==> src/logic/ntt_field_pkg.sv <==
package ntt_field_pkg;

    // transform size
    localparam int N            = 16;
    localparam int LOG_N        = $clog2(N);   // 4 stages, 4-bit index

    // coefficient word
    localparam int COEF_W       = 7;           // holds 0..96

    // butterfly pipeline depth, data in to write out
    localparam int BFLY_LATENCY = 3;

    // one coefficient mod Q
    typedef logic [COEF_W-1:0] coef_t;

    // coefficient index into the 16-word memory
    typedef logic [LOG_N-1:0] addr_t;

    // twiddle exponent, 0..N/2-1
    typedef logic [LOG_N-2:0] tw_addr_t;

    // prime field
    localparam coef_t Q    = 7'd97;

    // 8^16 = 1 mod 97 and 8^8 = 96, so primitive 16th root
    localparam coef_t ROOT = 7'd8;

endpackage

==> src/logic/ntt_ctrl_pkg.sv <==
package ntt_ctrl_pkg;

    // top level phases of one transform
    typedef enum logic [1:0] {
        IDLE_LOAD = 2'd0,   // accepting coefficients
        COMPUTE   = 2'd1,   // issuing 8 butterflies
        DRAIN     = 2'd2,   // waiting out the pipeline
        OUTPUT    = 2'd3    // streaming results
    } phase_t;

    // one butterfly, issued by the sequencer
    typedef struct packed {
        logic                    valid;
        ntt_field_pkg::addr_t    addr_a;    // top input, gets the sum
        ntt_field_pkg::addr_t    addr_b;    // bottom input, gets the twiddled diff
        ntt_field_pkg::tw_addr_t tw_addr;
    } bfly_req_t;

    // a single memory write port
    typedef struct packed {
        logic                 en;
        ntt_field_pkg::addr_t addr;
        ntt_field_pkg::coef_t data;
    } mem_write_t;

    // sequencer status back to the phase FSM
    typedef struct packed {
        logic stage_done;       // one cycle, last drain cycle
        logic all_stages_done;  // same cycle, but only for stage 3
        logic count_wrap;       // index counter at its last value
    } seq_status_t;

endpackage

==> src/logic/ntt_phase_fsm.sv <==
`timescale 1ns/1ps

module ntt_phase_fsm (
    input  logic                      clk,
    input  logic                      reset,
    input  logic                      in_valid,
    input  ntt_ctrl_pkg::seq_status_t seq_status,
    input  logic                      out_done,
    output ntt_ctrl_pkg::phase_t      phase,
    output logic                      in_ready
);

    ntt_ctrl_pkg::phase_t phase_nxt;

    // only the load phase takes input
    assign in_ready = (phase == ntt_ctrl_pkg::IDLE_LOAD);

    always_comb begin
        phase_nxt = phase;   // hold by default
        case (phase)
            ntt_ctrl_pkg::IDLE_LOAD: begin
                // 16th word accepted this cycle
                if (in_valid && seq_status.count_wrap) begin
                    phase_nxt = ntt_ctrl_pkg::COMPUTE;
                end
            end
            ntt_ctrl_pkg::COMPUTE: begin
                if (seq_status.count_wrap) begin   // 8th butterfly out
                    phase_nxt = ntt_ctrl_pkg::DRAIN;
                end
            end
            ntt_ctrl_pkg::DRAIN: begin
                if (seq_status.stage_done) begin
                    // last stage goes straight to output
                    phase_nxt = seq_status.all_stages_done ? ntt_ctrl_pkg::OUTPUT
                                                           : ntt_ctrl_pkg::COMPUTE;
                end
            end
            ntt_ctrl_pkg::OUTPUT: begin
                if (out_done) begin
                    phase_nxt = ntt_ctrl_pkg::IDLE_LOAD;
                end
            end
            default: phase_nxt = ntt_ctrl_pkg::IDLE_LOAD;
        endcase
    end

    always_ff @(posedge clk or posedge reset) begin
        if (reset) begin
            phase <= ntt_ctrl_pkg::IDLE_LOAD;
        end else begin
            phase <= phase_nxt;
        end
    end

    // phase register never picks up X from status or handshake inputs
    a_phase_known: assert property (@(posedge clk) disable iff (reset)
        !$isunknown(phase));

endmodule

==> src/logic/butterfly_sequencer.sv <==
`timescale 1ns/1ps

module butterfly_sequencer (
    input  logic                      clk,
    input  logic                      reset,
    input  ntt_ctrl_pkg::phase_t      phase,
    input  logic                      load_take,
    input  logic                      read_take,
    output ntt_ctrl_pkg::bfly_req_t   req,
    output ntt_field_pkg::addr_t      out_addr,
    output ntt_ctrl_pkg::seq_status_t seq_status
);

    typedef logic [$clog2(ntt_field_pkg::LOG_N)-1:0]          stage_t;
    typedef logic [$clog2(ntt_field_pkg::BFLY_LATENCY+1)-1:0] drain_t;

    ntt_field_pkg::addr_t cnt;         // load index, butterfly index, output index
    stage_t               stage;
    drain_t               drain_cnt;   // counts down through the drain
    logic                 in_compute;

    assign in_compute = (phase == ntt_ctrl_pkg::COMPUTE);

    // wrap point is 7 while issuing butterflies, 15 otherwise
    assign seq_status.count_wrap = in_compute
        ? (cnt == ntt_field_pkg::addr_t'(ntt_field_pkg::N / 2 - 1))
        : (cnt == ntt_field_pkg::addr_t'(ntt_field_pkg::N - 1));
    assign seq_status.stage_done = (phase == ntt_ctrl_pkg::DRAIN) && (drain_cnt == '0);
    assign seq_status.all_stages_done = seq_status.stage_done
        && (stage == stage_t'(ntt_field_pkg::LOG_N - 1));

    assign out_addr = cnt;   // load write address

    always_comb begin
        ntt_field_pkg::addr_t half;
        ntt_field_pkg::addr_t lo;
        ntt_field_pkg::addr_t base;
        half = ntt_field_pkg::addr_t'(ntt_field_pkg::N / 2) >> stage;   // 8 >> s
        lo   = cnt & (half - 1'b1);                                      // j mod h
        base = ((cnt & ~(half - 1'b1)) << 1) | lo;                       // (j/h)*2h + j mod h
        if (in_compute) begin
            req.valid   = 1'b1;
            req.addr_a  = base;
            req.addr_b  = base + half;
            req.tw_addr = ntt_field_pkg::tw_addr_t'(lo << stage);        // (j mod h) * 2^s
        end else begin
            // output reads ride on port a, no butterfly
            req.valid   = 1'b0;
            req.addr_a  = cnt;
            req.addr_b  = cnt;
            req.tw_addr = '0;
        end
    end

    always_ff @(posedge clk or posedge reset) begin
        if (reset) begin
            cnt       <= '0;
            stage     <= '0;
            drain_cnt <= '0;
        end else begin
            case (phase)
                ntt_ctrl_pkg::IDLE_LOAD: if (load_take) cnt <= cnt + 1'b1;   // wraps to 0
                ntt_ctrl_pkg::COMPUTE: begin
                    cnt       <= seq_status.count_wrap ? '0 : cnt + 1'b1;
                    drain_cnt <= drain_t'(ntt_field_pkg::BFLY_LATENCY);      // 4 drain cycles
                end
                ntt_ctrl_pkg::DRAIN: begin
                    drain_cnt <= drain_cnt - 1'b1;
                    if (seq_status.stage_done) stage <= stage + 1'b1;        // 3 wraps to 0
                end
                default: if (read_take) cnt <= cnt + 1'b1;                   // output index
            endcase
        end
    end

    // pair is ordered and in range for every stage
    a_pair_order: assert property (@(posedge clk) disable iff (reset)
        req.valid |-> (req.addr_b > req.addr_a));

endmodule

==> src/logic/coef_memory.sv <==
`timescale 1ns/1ps

module coef_memory (
    input  logic                     clk,
    input  logic                     reset,
    input  ntt_field_pkg::addr_t     rd_a,
    input  ntt_field_pkg::addr_t     rd_b,
    input  ntt_ctrl_pkg::mem_write_t wr_a,
    input  ntt_ctrl_pkg::mem_write_t wr_b,
    output ntt_field_pkg::coef_t     q_a,
    output ntt_field_pkg::coef_t     q_b
);

    ntt_field_pkg::coef_t mem [ntt_field_pkg::N];

    // two write ports, in-place butterfly results
    always_ff @(posedge clk) begin
        if (wr_a.en) mem[wr_a.addr] <= wr_a.data;   // load data or sum
        if (wr_b.en) mem[wr_b.addr] <= wr_b.data;   // twiddled diff
    end

    // registered reads, old data on a same-cycle write
    always_ff @(posedge clk or posedge reset) begin
        if (reset) begin
            q_a <= '0;
            q_b <= '0;
        end else begin
            q_a <= mem[rd_a];
            q_b <= mem[rd_b];
        end
    end

    // load path and butterfly pipeline never collide on one word
    a_no_write_clash: assert property (@(posedge clk) disable iff (reset)
        (wr_a.en && wr_b.en) |-> (wr_a.addr != wr_b.addr));

endmodule

==> src/logic/twiddle_rom.sv <==
`timescale 1ns/1ps

module twiddle_rom (
    input  logic                    clk,
    input  ntt_field_pkg::tw_addr_t tw_addr,
    output ntt_field_pkg::coef_t    tw
);

    ntt_field_pkg::coef_t rom [ntt_field_pkg::N / 2];

    // ROOT^e mod Q by repeated multiply
    function automatic ntt_field_pkg::coef_t pow_root(int unsigned e);
        int unsigned acc;
        acc = 1;
        for (int unsigned i = 0; i < e; i++) begin
            acc = (acc * 32'(ntt_field_pkg::ROOT)) % 32'(ntt_field_pkg::Q);
        end
        return ntt_field_pkg::coef_t'(acc);
    endfunction

    for (genvar k = 0; k < ntt_field_pkg::N / 2; k++) begin : g_tw
        assign rom[k] = pow_root(k);   // 1, 8, 64, 27, ...
    end

    // same one-cycle latency as the coefficient reads
    always_ff @(posedge clk) begin
        tw <= rom[tw_addr];
    end

endmodule

==> src/logic/butterfly_unit.sv <==
`timescale 1ns/1ps

module butterfly_unit (
    input  logic                     clk,
    input  logic                     reset,
    input  ntt_ctrl_pkg::bfly_req_t  req,
    input  ntt_field_pkg::coef_t     a,
    input  ntt_field_pkg::coef_t     b,
    input  ntt_field_pkg::coef_t     tw,
    output ntt_ctrl_pkg::mem_write_t wr_a,
    output ntt_ctrl_pkg::mem_write_t wr_b
);

    typedef logic [2*ntt_field_pkg::COEF_W-1:0] prod_t;   // full diff * tw

    ntt_ctrl_pkg::bfly_req_t req_d;    // lines up with read data
    ntt_ctrl_pkg::bfly_req_t s1_req;
    ntt_ctrl_pkg::bfly_req_t s2_req;
    ntt_field_pkg::coef_t    sum_mod;
    ntt_field_pkg::coef_t    diff_mod;
    ntt_field_pkg::coef_t    s1_sum;
    ntt_field_pkg::coef_t    s1_diff;
    ntt_field_pkg::coef_t    s1_tw;
    ntt_field_pkg::coef_t    s2_sum;
    prod_t                   s2_prod;

    // stage 1 arithmetic, both outputs in 0..Q-1
    always_comb begin
        logic [ntt_field_pkg::COEF_W:0] sum_full;
        sum_full = {1'b0, a} + {1'b0, b};
        sum_mod  = (sum_full >= {1'b0, ntt_field_pkg::Q})
                 ? ntt_field_pkg::coef_t'(sum_full - {1'b0, ntt_field_pkg::Q})
                 : ntt_field_pkg::coef_t'(sum_full);
        diff_mod = (a >= b) ? a - b : a + (ntt_field_pkg::Q - b);   // borrow adds Q back
    end

    // addresses travel with the data
    always_ff @(posedge clk or posedge reset) begin
        if (reset) begin
            req_d  <= '0;
            s1_req <= '0;
            s2_req <= '0;
        end else begin
            req_d  <= req;
            s1_req <= req_d;
            s2_req <= s1_req;
        end
    end

    always_ff @(posedge clk) begin
        s1_sum  <= sum_mod;
        s1_diff <= diff_mod;
        s1_tw   <= tw;
        s2_sum  <= s1_sum;                            // sum just waits a stage
        s2_prod <= prod_t'(s1_diff) * prod_t'(s1_tw); // stage 2 multiply
    end

    // stage 3, plain remainder then write back
    always_ff @(posedge clk or posedge reset) begin
        if (reset) begin
            wr_a <= '0;
            wr_b <= '0;
        end else begin
            wr_a <= '{en: s2_req.valid, addr: s2_req.addr_a, data: s2_sum};
            wr_b <= '{en: s2_req.valid, addr: s2_req.addr_b,
                      data: ntt_field_pkg::coef_t'(s2_prod % prod_t'(ntt_field_pkg::Q))};
        end
    end

endmodule

==> src/logic/result_streamer.sv <==
`timescale 1ns/1ps

module result_streamer (
    input  logic                 clk,
    input  logic                 reset,
    input  ntt_ctrl_pkg::phase_t phase,
    input  ntt_field_pkg::coef_t rd_data,
    input  logic                 out_ready,
    output logic                 read_take,
    output logic                 out_valid,
    output ntt_field_pkg::coef_t out_data,
    output logic                 out_last,
    output logic                 out_done
);

    typedef logic [ntt_field_pkg::LOG_N:0] issue_cnt_t;   // 0..16

    logic                 pending;    // read data sits on rd_data now
    logic                 full;       // stalled word parked in hold_data
    ntt_field_pkg::coef_t hold_data;
    issue_cnt_t           rd_cnt;     // reads issued this transform
    ntt_field_pkg::addr_t out_cnt;    // words transferred
    logic                 xfer;
    logic                 in_output;

    assign in_output = (phase == ntt_ctrl_pkg::OUTPUT);
    assign out_valid = pending | full;
    assign out_data  = full ? hold_data : rd_data;
    assign xfer      = out_valid & out_ready;
    assign out_last  = out_valid && (out_cnt == ntt_field_pkg::addr_t'(ntt_field_pkg::N - 1));

    // next read only when the slot frees up this cycle
    assign read_take = in_output && (rd_cnt != issue_cnt_t'(ntt_field_pkg::N))
                    && (!out_valid || out_ready);

    always_ff @(posedge clk or posedge reset) begin
        if (reset) begin
            pending  <= 1'b0;
            full     <= 1'b0;
            rd_cnt   <= '0;
            out_cnt  <= '0;
            out_done <= 1'b0;
        end else begin
            pending  <= read_take;
            out_done <= xfer && out_last;   // one cycle after the 16th word
            if (pending && !out_ready) full <= 1'b1;
            else if (xfer) full <= 1'b0;
            if (!in_output) rd_cnt <= '0;
            else if (read_take) rd_cnt <= rd_cnt + 1'b1;
            if (!in_output) out_cnt <= '0;
            else if (xfer) out_cnt <= out_cnt + 1'b1;
        end
    end

    always_ff @(posedge clk) begin
        if (pending && !out_ready) hold_data <= rd_data;   // memory moves on next cycle
    end

    // stalled word stays put until taken
    a_stall_stable: assert property (@(posedge clk) disable iff (reset)
        (out_valid && !out_ready) |=> (out_valid && $stable(out_data) && $stable(out_last)));

endmodule

==> src/logic/ntt_core.sv <==
`timescale 1ns/1ps

module ntt_core (
    input  logic                 clk,
    input  logic                 reset,
    input  logic                 in_valid,
    input  ntt_field_pkg::coef_t in_data,
    output logic                 in_ready,
    output logic                 out_valid,
    input  logic                 out_ready,
    output ntt_field_pkg::coef_t out_data,
    output logic                 out_last
);

    ntt_ctrl_pkg::phase_t      phase;
    ntt_ctrl_pkg::seq_status_t seq_status;
    ntt_ctrl_pkg::bfly_req_t   req;
    ntt_field_pkg::addr_t      out_addr;     // load write index
    ntt_ctrl_pkg::mem_write_t  load_wr;
    ntt_ctrl_pkg::mem_write_t  bfly_wr_a;
    ntt_ctrl_pkg::mem_write_t  bfly_wr_b;
    ntt_ctrl_pkg::mem_write_t  mem_wr_a;
    ntt_field_pkg::coef_t      q_a;
    ntt_field_pkg::coef_t      q_b;
    ntt_field_pkg::coef_t      tw;
    logic                      read_take;
    logic                      out_done;

    // port a carries the load stream while loading, butterfly sums otherwise
    assign load_wr  = '{en: in_valid & in_ready, addr: out_addr, data: in_data};
    assign mem_wr_a = in_ready ? load_wr : bfly_wr_a;

    ntt_phase_fsm u_fsm (
        .clk        (clk),
        .reset      (reset),
        .in_valid   (in_valid),
        .seq_status (seq_status),
        .out_done   (out_done),
        .phase      (phase),
        .in_ready   (in_ready)
    );

    butterfly_sequencer u_seq (
        .clk        (clk),
        .reset      (reset),
        .phase      (phase),
        .load_take  (in_valid),     // qualified by phase inside
        .read_take  (read_take),
        .req        (req),
        .out_addr   (out_addr),
        .seq_status (seq_status)
    );

    coef_memory u_mem (
        .clk   (clk),
        .reset (reset),
        .rd_a  (req.addr_a),        // output index outside compute
        .rd_b  (req.addr_b),
        .wr_a  (mem_wr_a),
        .wr_b  (bfly_wr_b),
        .q_a   (q_a),
        .q_b   (q_b)
    );

    twiddle_rom u_rom (
        .clk     (clk),
        .tw_addr (req.tw_addr),
        .tw      (tw)
    );

    butterfly_unit u_bfly (
        .clk   (clk),
        .reset (reset),
        .req   (req),
        .a     (q_a),
        .b     (q_b),
        .tw    (tw),
        .wr_a  (bfly_wr_a),
        .wr_b  (bfly_wr_b)
    );

    result_streamer u_out (
        .clk       (clk),
        .reset     (reset),
        .phase     (phase),
        .rd_data   (q_a),
        .out_ready (out_ready),
        .read_take (read_take),
        .out_valid (out_valid),
        .out_data  (out_data),
        .out_last  (out_last),
        .out_done  (out_done)
    );

endmodule

==> config.mk <==
export PLATFORM = sky130hd
export DESIGN_NAME = ntt_core
export DESIGN_NICKNAME = d
export VERILOG_FILES = /design/src/logic/ntt_field_pkg.sv /design/src/logic/ntt_ctrl_pkg.sv /design/src/logic/ntt_phase_fsm.sv /design/src/logic/butterfly_sequencer.sv /design/src/logic/coef_memory.sv /design/src/logic/twiddle_rom.sv /design/src/logic/butterfly_unit.sv /design/src/logic/result_streamer.sv /design/src/logic/ntt_core.sv
export SDC_FILE = /design/constraint.sdc
export NUM_CORES = 1
export LEC_CHECK = 0
export BUFFER_PORTS_ARGS = -buffer_cell sky130_fd_sc_hd__buf_4
export CAP_MARGIN = 20
export CORE_UTILIZATION = 35
export CTS_CLUSTER_SIZE = 20
export DETAILED_ROUTE_END_ITERATION = 16
export GPL_TIMING_DRIVEN = 0
export MAX_ROUTING_LAYER = met4
export SLEW_MARGIN = 15
export SYNTH_ARGS = -nofsm -noshare
export SYNTH_HDL_FRONTEND = slang
export SYNTH_HIERARCHICAL = 1
export SYNTH_SLANG_ARGS = --single-unit
==> constraint.sdc <==
create_clock -name clk -period 15.2 [get_ports clk]
set_input_delay 1.52 -clock clk [delete_from_list [all_inputs] [get_ports clk]]
set_output_delay 1.52 -clock clk [all_outputs]
set_load 0.01 [all_outputs]
======== Word level (Yosys, flattened, before mapping) ========
Memory sizes are Yosys's and may differ from the RTL's. A register that Yosys moved wholly into a read port is not among the register bits.
Cells that the tools add are included.
word-level totals
  bits in registers ....................... 121
  RAM bits ................................ 112
  memory bits (read-only) ................. 56
  bits of input ports ..................... 11
  word-level logic and storage cells ...... 119
  memories ................................ 2
memory list
  name              words  bits a word  read ports  clocked after Yosys merged registers in  write ports  RTL line           RTL
  u_mem.mem         16     7            2           2                                        2            coef_memory.sv:14  ntt_field_pkg::coef_t mem [ntt_field_pkg::N];
  (name not given)  8      7            1           1                                        0            twiddle_rom.sv:27  tw <= rom[tw_addr];
operators by class
  add/subtract/negate cells ............... 12
  multiply operators ...................... 1
  divide/modulo/power cells ............... 1
  magnitude comparators ................... 2
  equal/unequal tests ..................... 15
  shift operators ......................... 2
  multiplexer cells ....................... 27
  bitwise operators ....................... 9
  reduce and logical (&&, ||, !) cells .... 19
operators by type and width
  kind                   number
  $mux 12                2
  $mux 7                 3
  $mux 4                 5
  $mod 14x7->14 const B  1
  $mul 7x7->14           1
  $pmux 4 s3             1
  $mux 2                 5
  $mux 5                 2
  $ne 2x1->1 const B     5
  $add 4x1->4 const B    2
  $add 7x7->8            1
  $eq 4x4->1 const B     2
  $ge 8x7->1 const B     1
  $logic_and 1x1->1      8
  $pmux 2 s4             1
  $add 7x7->7            1
  $ge 7x7->1             1
  $mux 1                 7
  $sub 7x7->7            1
  $sub 7x7->7 const A    1
  $sub 7x7->7 const B    1
  $eq 2x2->1 const B     3
  $add 5x1->5 const B    1
  $ne 5x5->1 const B     1
  other kinds (26)       31

======== Logic depth before layout (Yosys ltp) ========
Gate-level depths: netlist of run 1.
  depth in word-level cells ............... 8
  depth in mapped cells ................... 30
  gate-level depth less buffers ........... 27

======== By module ========
The synthesis of run 1 kept the hierarchy.
modules (own cells, without submodules)
  module               instances  cells each  area an instance (µm²)  sequential area each (µm²)
  coef_memory          1          431         7030.5                  3713.6
  butterfly_unit       1          744         7008.0                  2092.0
  result_streamer      1          74          905.9                   510.5
  butterfly_sequencer  1          103         870.8                   200.2
  twiddle_rom          1          25          299.0                   140.1
  ntt_core             1          13          183.9                   0.0
  ntt_phase_fsm        1          13          127.6                   50.0

======== Worst setup path after synthesis of run 1 ========
Ideal clock, no wire load.
  path kind ............................... reg2reg
  from .................................... register u_bfly.s2_prod[10]
  to ...................................... register, netlist name u_bfly/wr_b[1]
  setup time .............................. 79 ps
  data arrival time ....................... 6431 ps
  data required time ...................... 15121 ps
  path slack .............................. 8690 ps
  stages on the path, launching flop included .. 29
  buffers on the path ..................... 1
  period minus slack after synthesis ...... 6510 ps
  path through ............................ dfxtp_1 buf_6 or4_4 o21ai_0 mux2_2 and2_1 a2bb2oi_1 or2_4 nor2_2 mux2_4 a2111oi_1 a2111oi_4 o211ai_2 a211o_1 ha_1 nand2_1 a21oi_1 or3b_4 a311oi_4 nor2_2 a21o_1 ha_1 inv_1 or3_1 o32ai_1 a21boi_1 a41oi_1 o21ai_1 mux2i_1
on the way
  longest elaborated chain between the ends .. 1
ends and longest elaborated chain
  element                   RTL line              RTL
  start: declaration        butterfly_unit.sv:25  prod_t s2_prod;
  start signal: assignment  butterfly_unit.sv:55  s2_prod <= prod_t'(s1_diff) * prod_t'(s1_tw);
  $mod 14x7->14             butterfly_unit.sv:66  data: ntt_field_pkg::coef_t'(s2_prod % prod_t'(ntt_field_pkg::Q))};
No other way between the ends.
A chain may end at the register's enable or synchronous reset.

======== Worst setup path in the final report of run 1 ========
  from .................................... register u_bfly.s2_prod[12]
  to ...................................... register, netlist name u_bfly/wr_b[1]
on the way
  longest elaborated chain between the ends .. 1
ends and longest elaborated chain
  element        RTL line
  $mod 14x7->14  butterfly_unit.sv:66
No other way between the ends.

==> flow_summary.ini, run 1 <==
[synthesis]
syn_avg_cell_area_um2 = 11.7
ys_seq_area_frac = 0.408
synth_commonest_cells = 119 x edfxtp_1, 111 x mux2_2, 93 x nand2_1, 92 x inv_1, 86 x dfrtp_1
synth.lib_cells_used.distinct = 118
async_reset_ff_frac = 0.339
synth_top_area_share = 0.218
synth_area_um2 = 16400
ys_warn_count = 6
synth_edf_count = 119
synth_area_leaders = edfxtp_1 22%, dfrtp_1 13%, mux4_2 7.8%
ys.flop_type = edfxtp_1
synth_most_common_cell = edfxtp_1
yosys_register_bits = 254
synthCells = 1403
synth_nets = 1527
synth_area_leader_cell = edfxtp_1

[hold_path]
hold_class = register to register
hold_end = u_bfly/s1_tw[0]
whs_path_depth = 0
min_from = u_rom/tw[0]

[floorplanning]
num_rows = 79
start_util = 0.354
coreArea_um2 = 46500
die-area_um2 = 47800
die_h_um = 219
fp.dieW_um = 219
io_pins = 21

[final_layout]
fin_nets = 1581
drive_above_1_share = 0.239
utilization = 0.395
antenna_cells = 0
area_growth_pct = 11.8

[detailed_routing]
drtIter0Drc = 908
via_per_inst = 5.47
routed_wl_um = 42200
first_pass_iters = 6
route.detailed.drc = 0
wl_per_cell_um = 20.2
route.vias.total = 11400
drtAntennaViolNets = 0

[placement]
gp_congestion = 0.988
hpwl_um = 31000
pre_cts_ws_ns = 7.60
port_buffers = 20

[worst_setup_path]
cp.arrival_ns = 8.19
critPathKind = register to register
end_kind = register
r2r_cells = 28
slowest_stage = a221oi_2
r2r_start = u_bfly/s2_prod[12]
r2r_slack_ns = 7.48
path_buf_inv = 3
r2r-end = u_bfly/wr_b[1]
max_stage_delay_ns = 0.67
cp_max_fo = 10
critPathRequiredTime_ns = 15.68
critPathTopFamily = compound AO/OA/AOI/OAI gates
critPathLaunchType = register

[clock_tree]
cts_buffer_depth = 3
cts-root-buf = clkbuf_16
cts_tree = yes
cts_max_level = 1
ctsResizeCount = 0
ctsHoldBuffers = 0
clock_sinks = 254
clk_pin_slew_worst_paths_ns = 0.06
post-cts-setup-buffers = 0
cts_buffers = 29
clkLatencyLatePin_ns = 0.58

[global_routing]
antenna_found_initial = 0
grt_first_pass_wirelength_um = 65400
grtUsageTotal = 0.184
grt_max_degree = 39
grt_pass1_vias = 11400
overflow = 0

[timing]
fin_ws_ns = 7.48
slew_headroom = 0.283
period_share = 0.508
rsz0062_at_grt = false
period_needed_ns = 7.72
tightest_slew_ns = 1.06
hold-worst-slack_ns = 0.326
finalMaxSlewViolations = 0
setup_viol = 0
final.setup.tns_ns = 0
final_hold_viol_count = 0
fin_skew_ns = 0.0279
fmax_ghz = 0.130

[job]
cap_violations = 0

[run_status]
status = complete, no violations
-- through the flow --
stage | cells | instance area [µm²]
2_1_floorplan | 1403 | 16400
3_3_place_gp | 2030 | 17300
3_5_place_dp | 2032 | 17400
4_1_cts | 2086 | 18400
5_1_grt | 2087 | 18400
6_report | 2087 | 18400
-- worst register-to-register path: cells and delay by family, from the launching register on --
kind | cells | cell delay (ns)
AOI/OAI and AO/OA | 14 | 4.07
adders and majority gates | 2 | 0.49
buffers and inverters | 3 | 0.70
DFF | 1 | 0.31
and+or+nand+nor | 7 | 1.45
muxes | 2 | 0.62
-- cell families after synthesis --
| kind of cell | count (synthesis) | synth area share |
|---|---|---|
| muxes | 202 | 0.180 |
| buffers and inverters | 158 | 0.0425 |
| adders and majority gates | 113 | 0.100 |
| DFF | 254 | 0.408 |
| and+or+nand+nor | 369 | 0.122 |
| xor gates and xnor gates | 56 | 0.0303 |
| AOI/OAI and AO/OA | 251 | 0.116 |
-- how the worst max path moves through the flow --
stage,start,endpoint,slack (ns),cells after the start
final,u_bfly/s2_prod[12],u_bfly/wr_b[1],7.48,28
after global placement,u_bfly/s2_prod[6],u_bfly/wr_b[1],7.57,28
after CTS,u_bfly/s2_prod[6],u_bfly/wr_b[1],7.54,28
after floorplan,u_bfly/s2_prod[10],u_bfly/wr_b[1],8.69,28
after detailed placement,u_bfly/s2_prod[6],u_bfly/wr_b[1],7.60,28
after global routing,u_bfly/s2_prod[6],u_bfly/wr_b[1],6.87,28
-- layout by cell type (no fill, tap or decap), types with 11 or more instances in the layout --
cell	Yosys	layout
a21o_1	11	11
a21oi_1	45	45
a22oi_1	30	30
and2_1	35	35
buf_2	16	17
buf_4	8	29
clkbuf_1	28	30
clkbuf_16	0	29
dfrtp_1	86	86
dfxtp_1	49	49
edfxtp_1	119	119
fa_1	31	31
ha_1	82	82
inv_1	92	91
mux2_1	14	14
mux2_2	111	111
mux2_4	14	14
mux4_2	57	57
nand2_1	93	93
nand2b_1	16	16
nand3_1	28	28
nor2_1	67	67
nor2_2	12	12
nor2b_1	16	16
nor3_1	14	14
o21ai_0	41	38
or3_1	12	12
xnor2_1	41	41
xor2_1	14	14
-- registers in the layout, summed over array words and instances (netlist names), 4 cells and up --
register,flops
u_mem/mem,112
u_bfly/s1_req,9
u_out/out_cnt,4
u_bfly/s1_sum,7
u_bfly/s2_req,9
u_bfly/s2_sum,7
u_out/rd_cnt,5
u_mem/q_a,7
u_bfly/s2_prod,14
u_rom/tw,7
u_bfly/s1_tw,7
u_seq/out_addr,4
u_bfly/s1_diff,7
u_bfly/wr_b,11
u_bfly/wr_a,12
u_bfly/req_d,9
u_mem/q_b,7
u_out/hold_data,7
-- routing by layer --
layer	vias up	track usage	part of all wire
li1	5299	-	-
met1	5642	0.224	0.41
met2	383	0.305	0.48
met3	94	0.0270	0.067
met4	0	0.0727	0.045
met5	-	-	0
-- layout make-up --
cell class                 instances  area (µm²)
buffer                            65         349
tap                              607         759
clock inverter                    21         238
timing repair buffer              23         183
fill                            4423       28100
sequential                       254        6710
inverter                          93         349
multi-input combinational        991        9020
clock buffer                      33         752
Power of run 1 is not shown: default switching activity piles up to over one toggle a cycle in this logic, so the estimate is an artifact.
==> run 2, diff against run 1 <==
- clock period: 15.2 -> 7.73 ns (I/O delays scaled with it)
==> run 2 against run 1 <==
Die area unchanged. Critical endpoint unchanged. First-iteration DRC count up 1.9%. Setup slack worse by 7.0 ns.
==> flow_summary.ini, run 2 (synthesis results as in run 1) <==
[run_status]
status = complete, no violations

[global_routing]
grt_pass1_vias = 11400
antenna_found_initial = 0
grtUsageTotal = 0.184
grt_first_pass_wirelength_um = 65400
overflow = 0
grt_max_degree = 39

[timing]
final.setup.tns_ns = 0
period_share = 0.943
rsz0062_at_grt = false
period_needed_ns = 7.29
finalMaxSlewViolations = 0
final_hold_viol_count = 0
slew_headroom = 0.312
fmax_ghz = 0.137
tightest_slew_ns = 1.02
fin_skew_ns = 0.0240
setup_viol = 0

[floorplanning]
die_h_um = 219
num_rows = 79
coreArea_um2 = 46500
start_util = 0.354
die-area_um2 = 47800
io_pins = 21
fp.dieW_um = 219

[worst_setup_path]
cp_max_fo = 10
critPathTopFamily = compound AO/OA/AOI/OAI gates
max_stage_delay_ns = 0.59
r2r_start = u_bfly/s2_prod[10]
critPathRequiredTime_ns = 8.20
path_buf_inv = 2
worstSetupStartpoint = u_bfly/s2_prod[10]
slowest_stage = or4_4
critPathLaunchType = register
critPathKind = register to register
cp.arrival_ns = 7.76
end_kind = register

[clock_tree]
cts_max_level = 1
cts_buffer_depth = 3
clock_sinks = 254
clkLatencyLatePin_ns = 0.57
cts_tree = yes
cts-root-buf = clkbuf_16
cts_buffers = 29
ctsHoldBuffers = 0
clk_pin_slew_worst_paths_ns = 0.06

[detailed_routing]
drtIter0Drc = 925
wl_per_cell_um = 20.3
route.vias.total = 11400
route.detailed.drc = 0
via_per_inst = 5.44
routed_wl_um = 42200
first_pass_iters = 5
drtAntennaViolNets = 0

[placement]
port_buffers = 20
gp_congestion = 0.988
hpwl_um = 31000

[final_layout]
drive_above_1_share = 0.245
regMostFlops = u_mem/mem
final_common_cell = edfxtp_1
largestRegisters = u_mem/mem (112), u_bfly/s2_prod (14), u_bfly/wr_a (12)
fin_nets = 1580
final_cell_mix = 119 x edfxtp_1, 111 x mux2_2, 93 x nand2_1
antenna_cells = 0
area_growth_pct = 12.1
largest_reg_flops = 112

[job]
cap_violations = 0

[hold_path]
hold_class = primary input to async pin
[run 2: layout make-up]
| cell class | count | area, µm² |
|---|---|---|
| Fill cell | 4420 | 28000 |
| Multi-Input combinational cell | 991 | 9080 |
| Sequential cell | 254 | 6710 |
| Tap cell | 607 | 759 |
| Clock buffer | 33 | 752 |
| Inverter | 93 | 349 |
| Buffer | 64 | 348 |
| Clock inverter | 21 | 238 |
| Timing Repair Buffer | 23 | 183 |
[run 2: final timing paths]
path	depth (start not counted)	to	slack [ns]
max	28	u_bfly/wr_b[1]	0.44
min	2	u_fsm/phase[0]	0.11
max reg2reg	28	u_bfly/wr_b[1]	0.44
min reg2reg	0	u_bfly/s1_tw[0]	0.33
max in group asynchronous	3	u_bfly/wr_a[11]	7.02
min in group clk	0	u_bfly/s1_tw[0]	0.33
[run 2: worst register-to-register path, delay by kind of cell (launching register included)]
kind | cells | cell delay, ns
flops | 1 | 0.30
simple gates | 8 | 2.06
fa+ha+maj | 2 | 0.46
mux | 1 | 0.27
buf+inv | 2 | 0.24
compound gates | 15 | 3.89
[run 2: repair_timing]
item	in CTS	in global routing
setup endpoints to repair	0	7
buffers inserted	0	0
gates resized for setup	0	14
[run 2: per-layer routing]
metal,wire length [µm],GRT usage
met1,17600,0.224
met2,20300,0.305
met3,2450,0.0270
met4,1880,0.0727
met5,0,-
[run 2: through the flow]
stage                     instances  setup WS [ns]  area (µm²)  hold slack (ns)  utilization
final                          2086          0.442       18400            0.113        0.396
after detailed placement       2032          0.134       17400            0.312        0.374
after global placement         2030         0.0974       17300            0.311        0.373
after floorplan                1403           1.22       16400            0.310            -
after global routing           2086        0.00716       18400            0.102        0.396
after CTS                      2086         0.0693       18400           0.0936        0.395
Power of run 2 is left out for the same reason.
==> run 3, diff against run 2 <==
- CAP_MARGIN: 20 -> unset
- CTS_BUF_LIST: unset -> sky130_fd_sc_hd__clkbuf_8
- GPL_TIMING_DRIVEN: 0 -> unset
==> run 3 against run 2 <==
Die area unchanged. Critical path type unchanged. Global-route usage decreased by 1.1 points. First-iteration DRC count decreased by 8.8%. Non-clock buffer count decreased by 58. Register-to-register slack improved by 0.17 ns. Design area decreased by 1.9%. Critical path depth decreased by 1. Routed wire length decreased by 5.9%. Sequential cell count unchanged. Hold slack improved by 0.015 ns. Clock skew increased by 0.021 ns.
==> flow_summary.ini, run 3 (synthesis results as in run 1) <==
[detailed_routing]
first_pass_iters = 5
via_per_inst = 5.44
route.vias.total = 11200
drtIter0Drc = 844
drtAntennaViolNets = 0
route.detailed.drc = 0
wl_per_cell_um = 19.3
routed_wl_um = 39800

[final_layout]
largest_reg_flops = 112
final_cell_mix = 119 x edfxtp_1, 111 x mux2_2, 106 x inv_1
area_growth_pct = 9.93
fin_nets = 1537
regMostFlops = u_mem/mem
final_common_cell = edfxtp_1
drive_above_1_share = 0.252
largestRegisters = u_mem/mem (112), u_bfly/s2_prod (14), u_bfly/wr_a (12)

[timing]
period_needed_ns = 7.12
final_hold_viol_count = 0
fin_skew_ns = 0.0451
final.setup.tns_ns = 0
tightest_slew_ns = 1.04
fmax_ghz = 0.141
finalMaxSlewViolations = 0
slew_headroom = 0.304
setup_viol = 0
period_share = 0.921
rsz0062_at_grt = false

[floorplanning]
io_pins = 21
start_util = 0.354
die-area_um2 = 47800
coreArea_um2 = 46500
die_h_um = 219
num_rows = 79
fp.dieW_um = 219

[clock_tree]
cts_buffers = 44
cts_tree = yes
clock_sinks = 254
clkLatencyLatePin_ns = 0.59
cts-root-buf = clkbuf_8
cts_max_level = 2
post-cts-setup-buffers = 0
cts_buffer_depth = 3
clk_pin_slew_worst_paths_ns = 0.06

[worst_setup_path]
critPathKind = register to register
critPathTopFamily = compound AO/OA/AOI/OAI gates
critPathRequiredTime_ns = 8.20
r2r-end = u_bfly/wr_b[1]
crit_cells = 27
end_kind = register
path_buf_inv = 1
cp_max_fo = 16
critPathLaunchType = register
max_stage_delay_ns = 0.60
r2r_cells = 27
cp.arrival_ns = 7.58
slowest_stage = or4_4
r2r_start = u_bfly/s2_prod[8]
r2r_slack_ns = 0.61

[run_status]
status = complete, no violations

[placement]
hpwl_um = 28400
gp_congestion = 0.862
port_buffers = 20

[global_routing]
grtUsageTotal = 0.172
grt_max_degree = 51
antenna_found_initial = 1
grt_first_pass_wirelength_um = 62500
overflow = 0
grt_pass1_vias = 11200

[job]
cap_violations = 0

[hold_path]
hold_class = primary input to async pin
## run 3: per-stage QoR
step           utilization  hold WS, ns  cell area, µm²  setup slack (ns)  cells
3_3_place_gp         0.368        0.311           17100             0.360   1974
2_1_floorplan            -        0.310           16400              1.22   1403
6_report             0.389        0.127           18100             0.613   2056
5_1_grt              0.389        0.109           18100            0.0654   2056
4_1_cts              0.387       0.0943           18000             0.192   2055
3_5_place_dp         0.368        0.312           17100             0.292   1974
## run 3: final cells by class
type	count	area, µm²
multi-input combinational	991	9100
clock buffer	55	757
fill	4551	28400
tap	607	759
antenna	1	2.50
timing repair buffer	29	218
inverter	93	349
clock inverter	26	155
sequential	254	6720
## run 3: worst max-delay path by stage
stage | startpoint | end | slack (ns)
final | u_bfly/s2_prod[8] | u_bfly/wr_b[1] | 0.61
after global routing | u_bfly/s2_prod[8] | u_bfly/wr_b[1] | 0.07
after CTS | u_bfly/s2_prod[8] | u_bfly/wr_b[1] | 0.19
after detailed placement | u_bfly/s2_prod[8] | u_bfly/wr_b[2] | 0.29
after global placement | u_bfly/s2_prod[8] | u_bfly/wr_b[1] | 0.36
after floorplan | u_bfly/s2_prod[10] | u_bfly/wr_b[1] | 1.22
## run 3: repair_timing
item	CTS	global route
resized for setup	0	17
hold buffers	0	0
hold endpoints to repair	0	0
setup endpoints to repair	0	7
## run 3: per-layer routing
layer,part of all wire,up-vias,track usage
li1,-,5218,-
met1,0.44,5581,0.218
met2,0.49,311,0.282
met3,0.046,73,0.0232
met4,0.031,0,0.0627
met5,0,-,-
Power of run 3 is left out for the same reason.
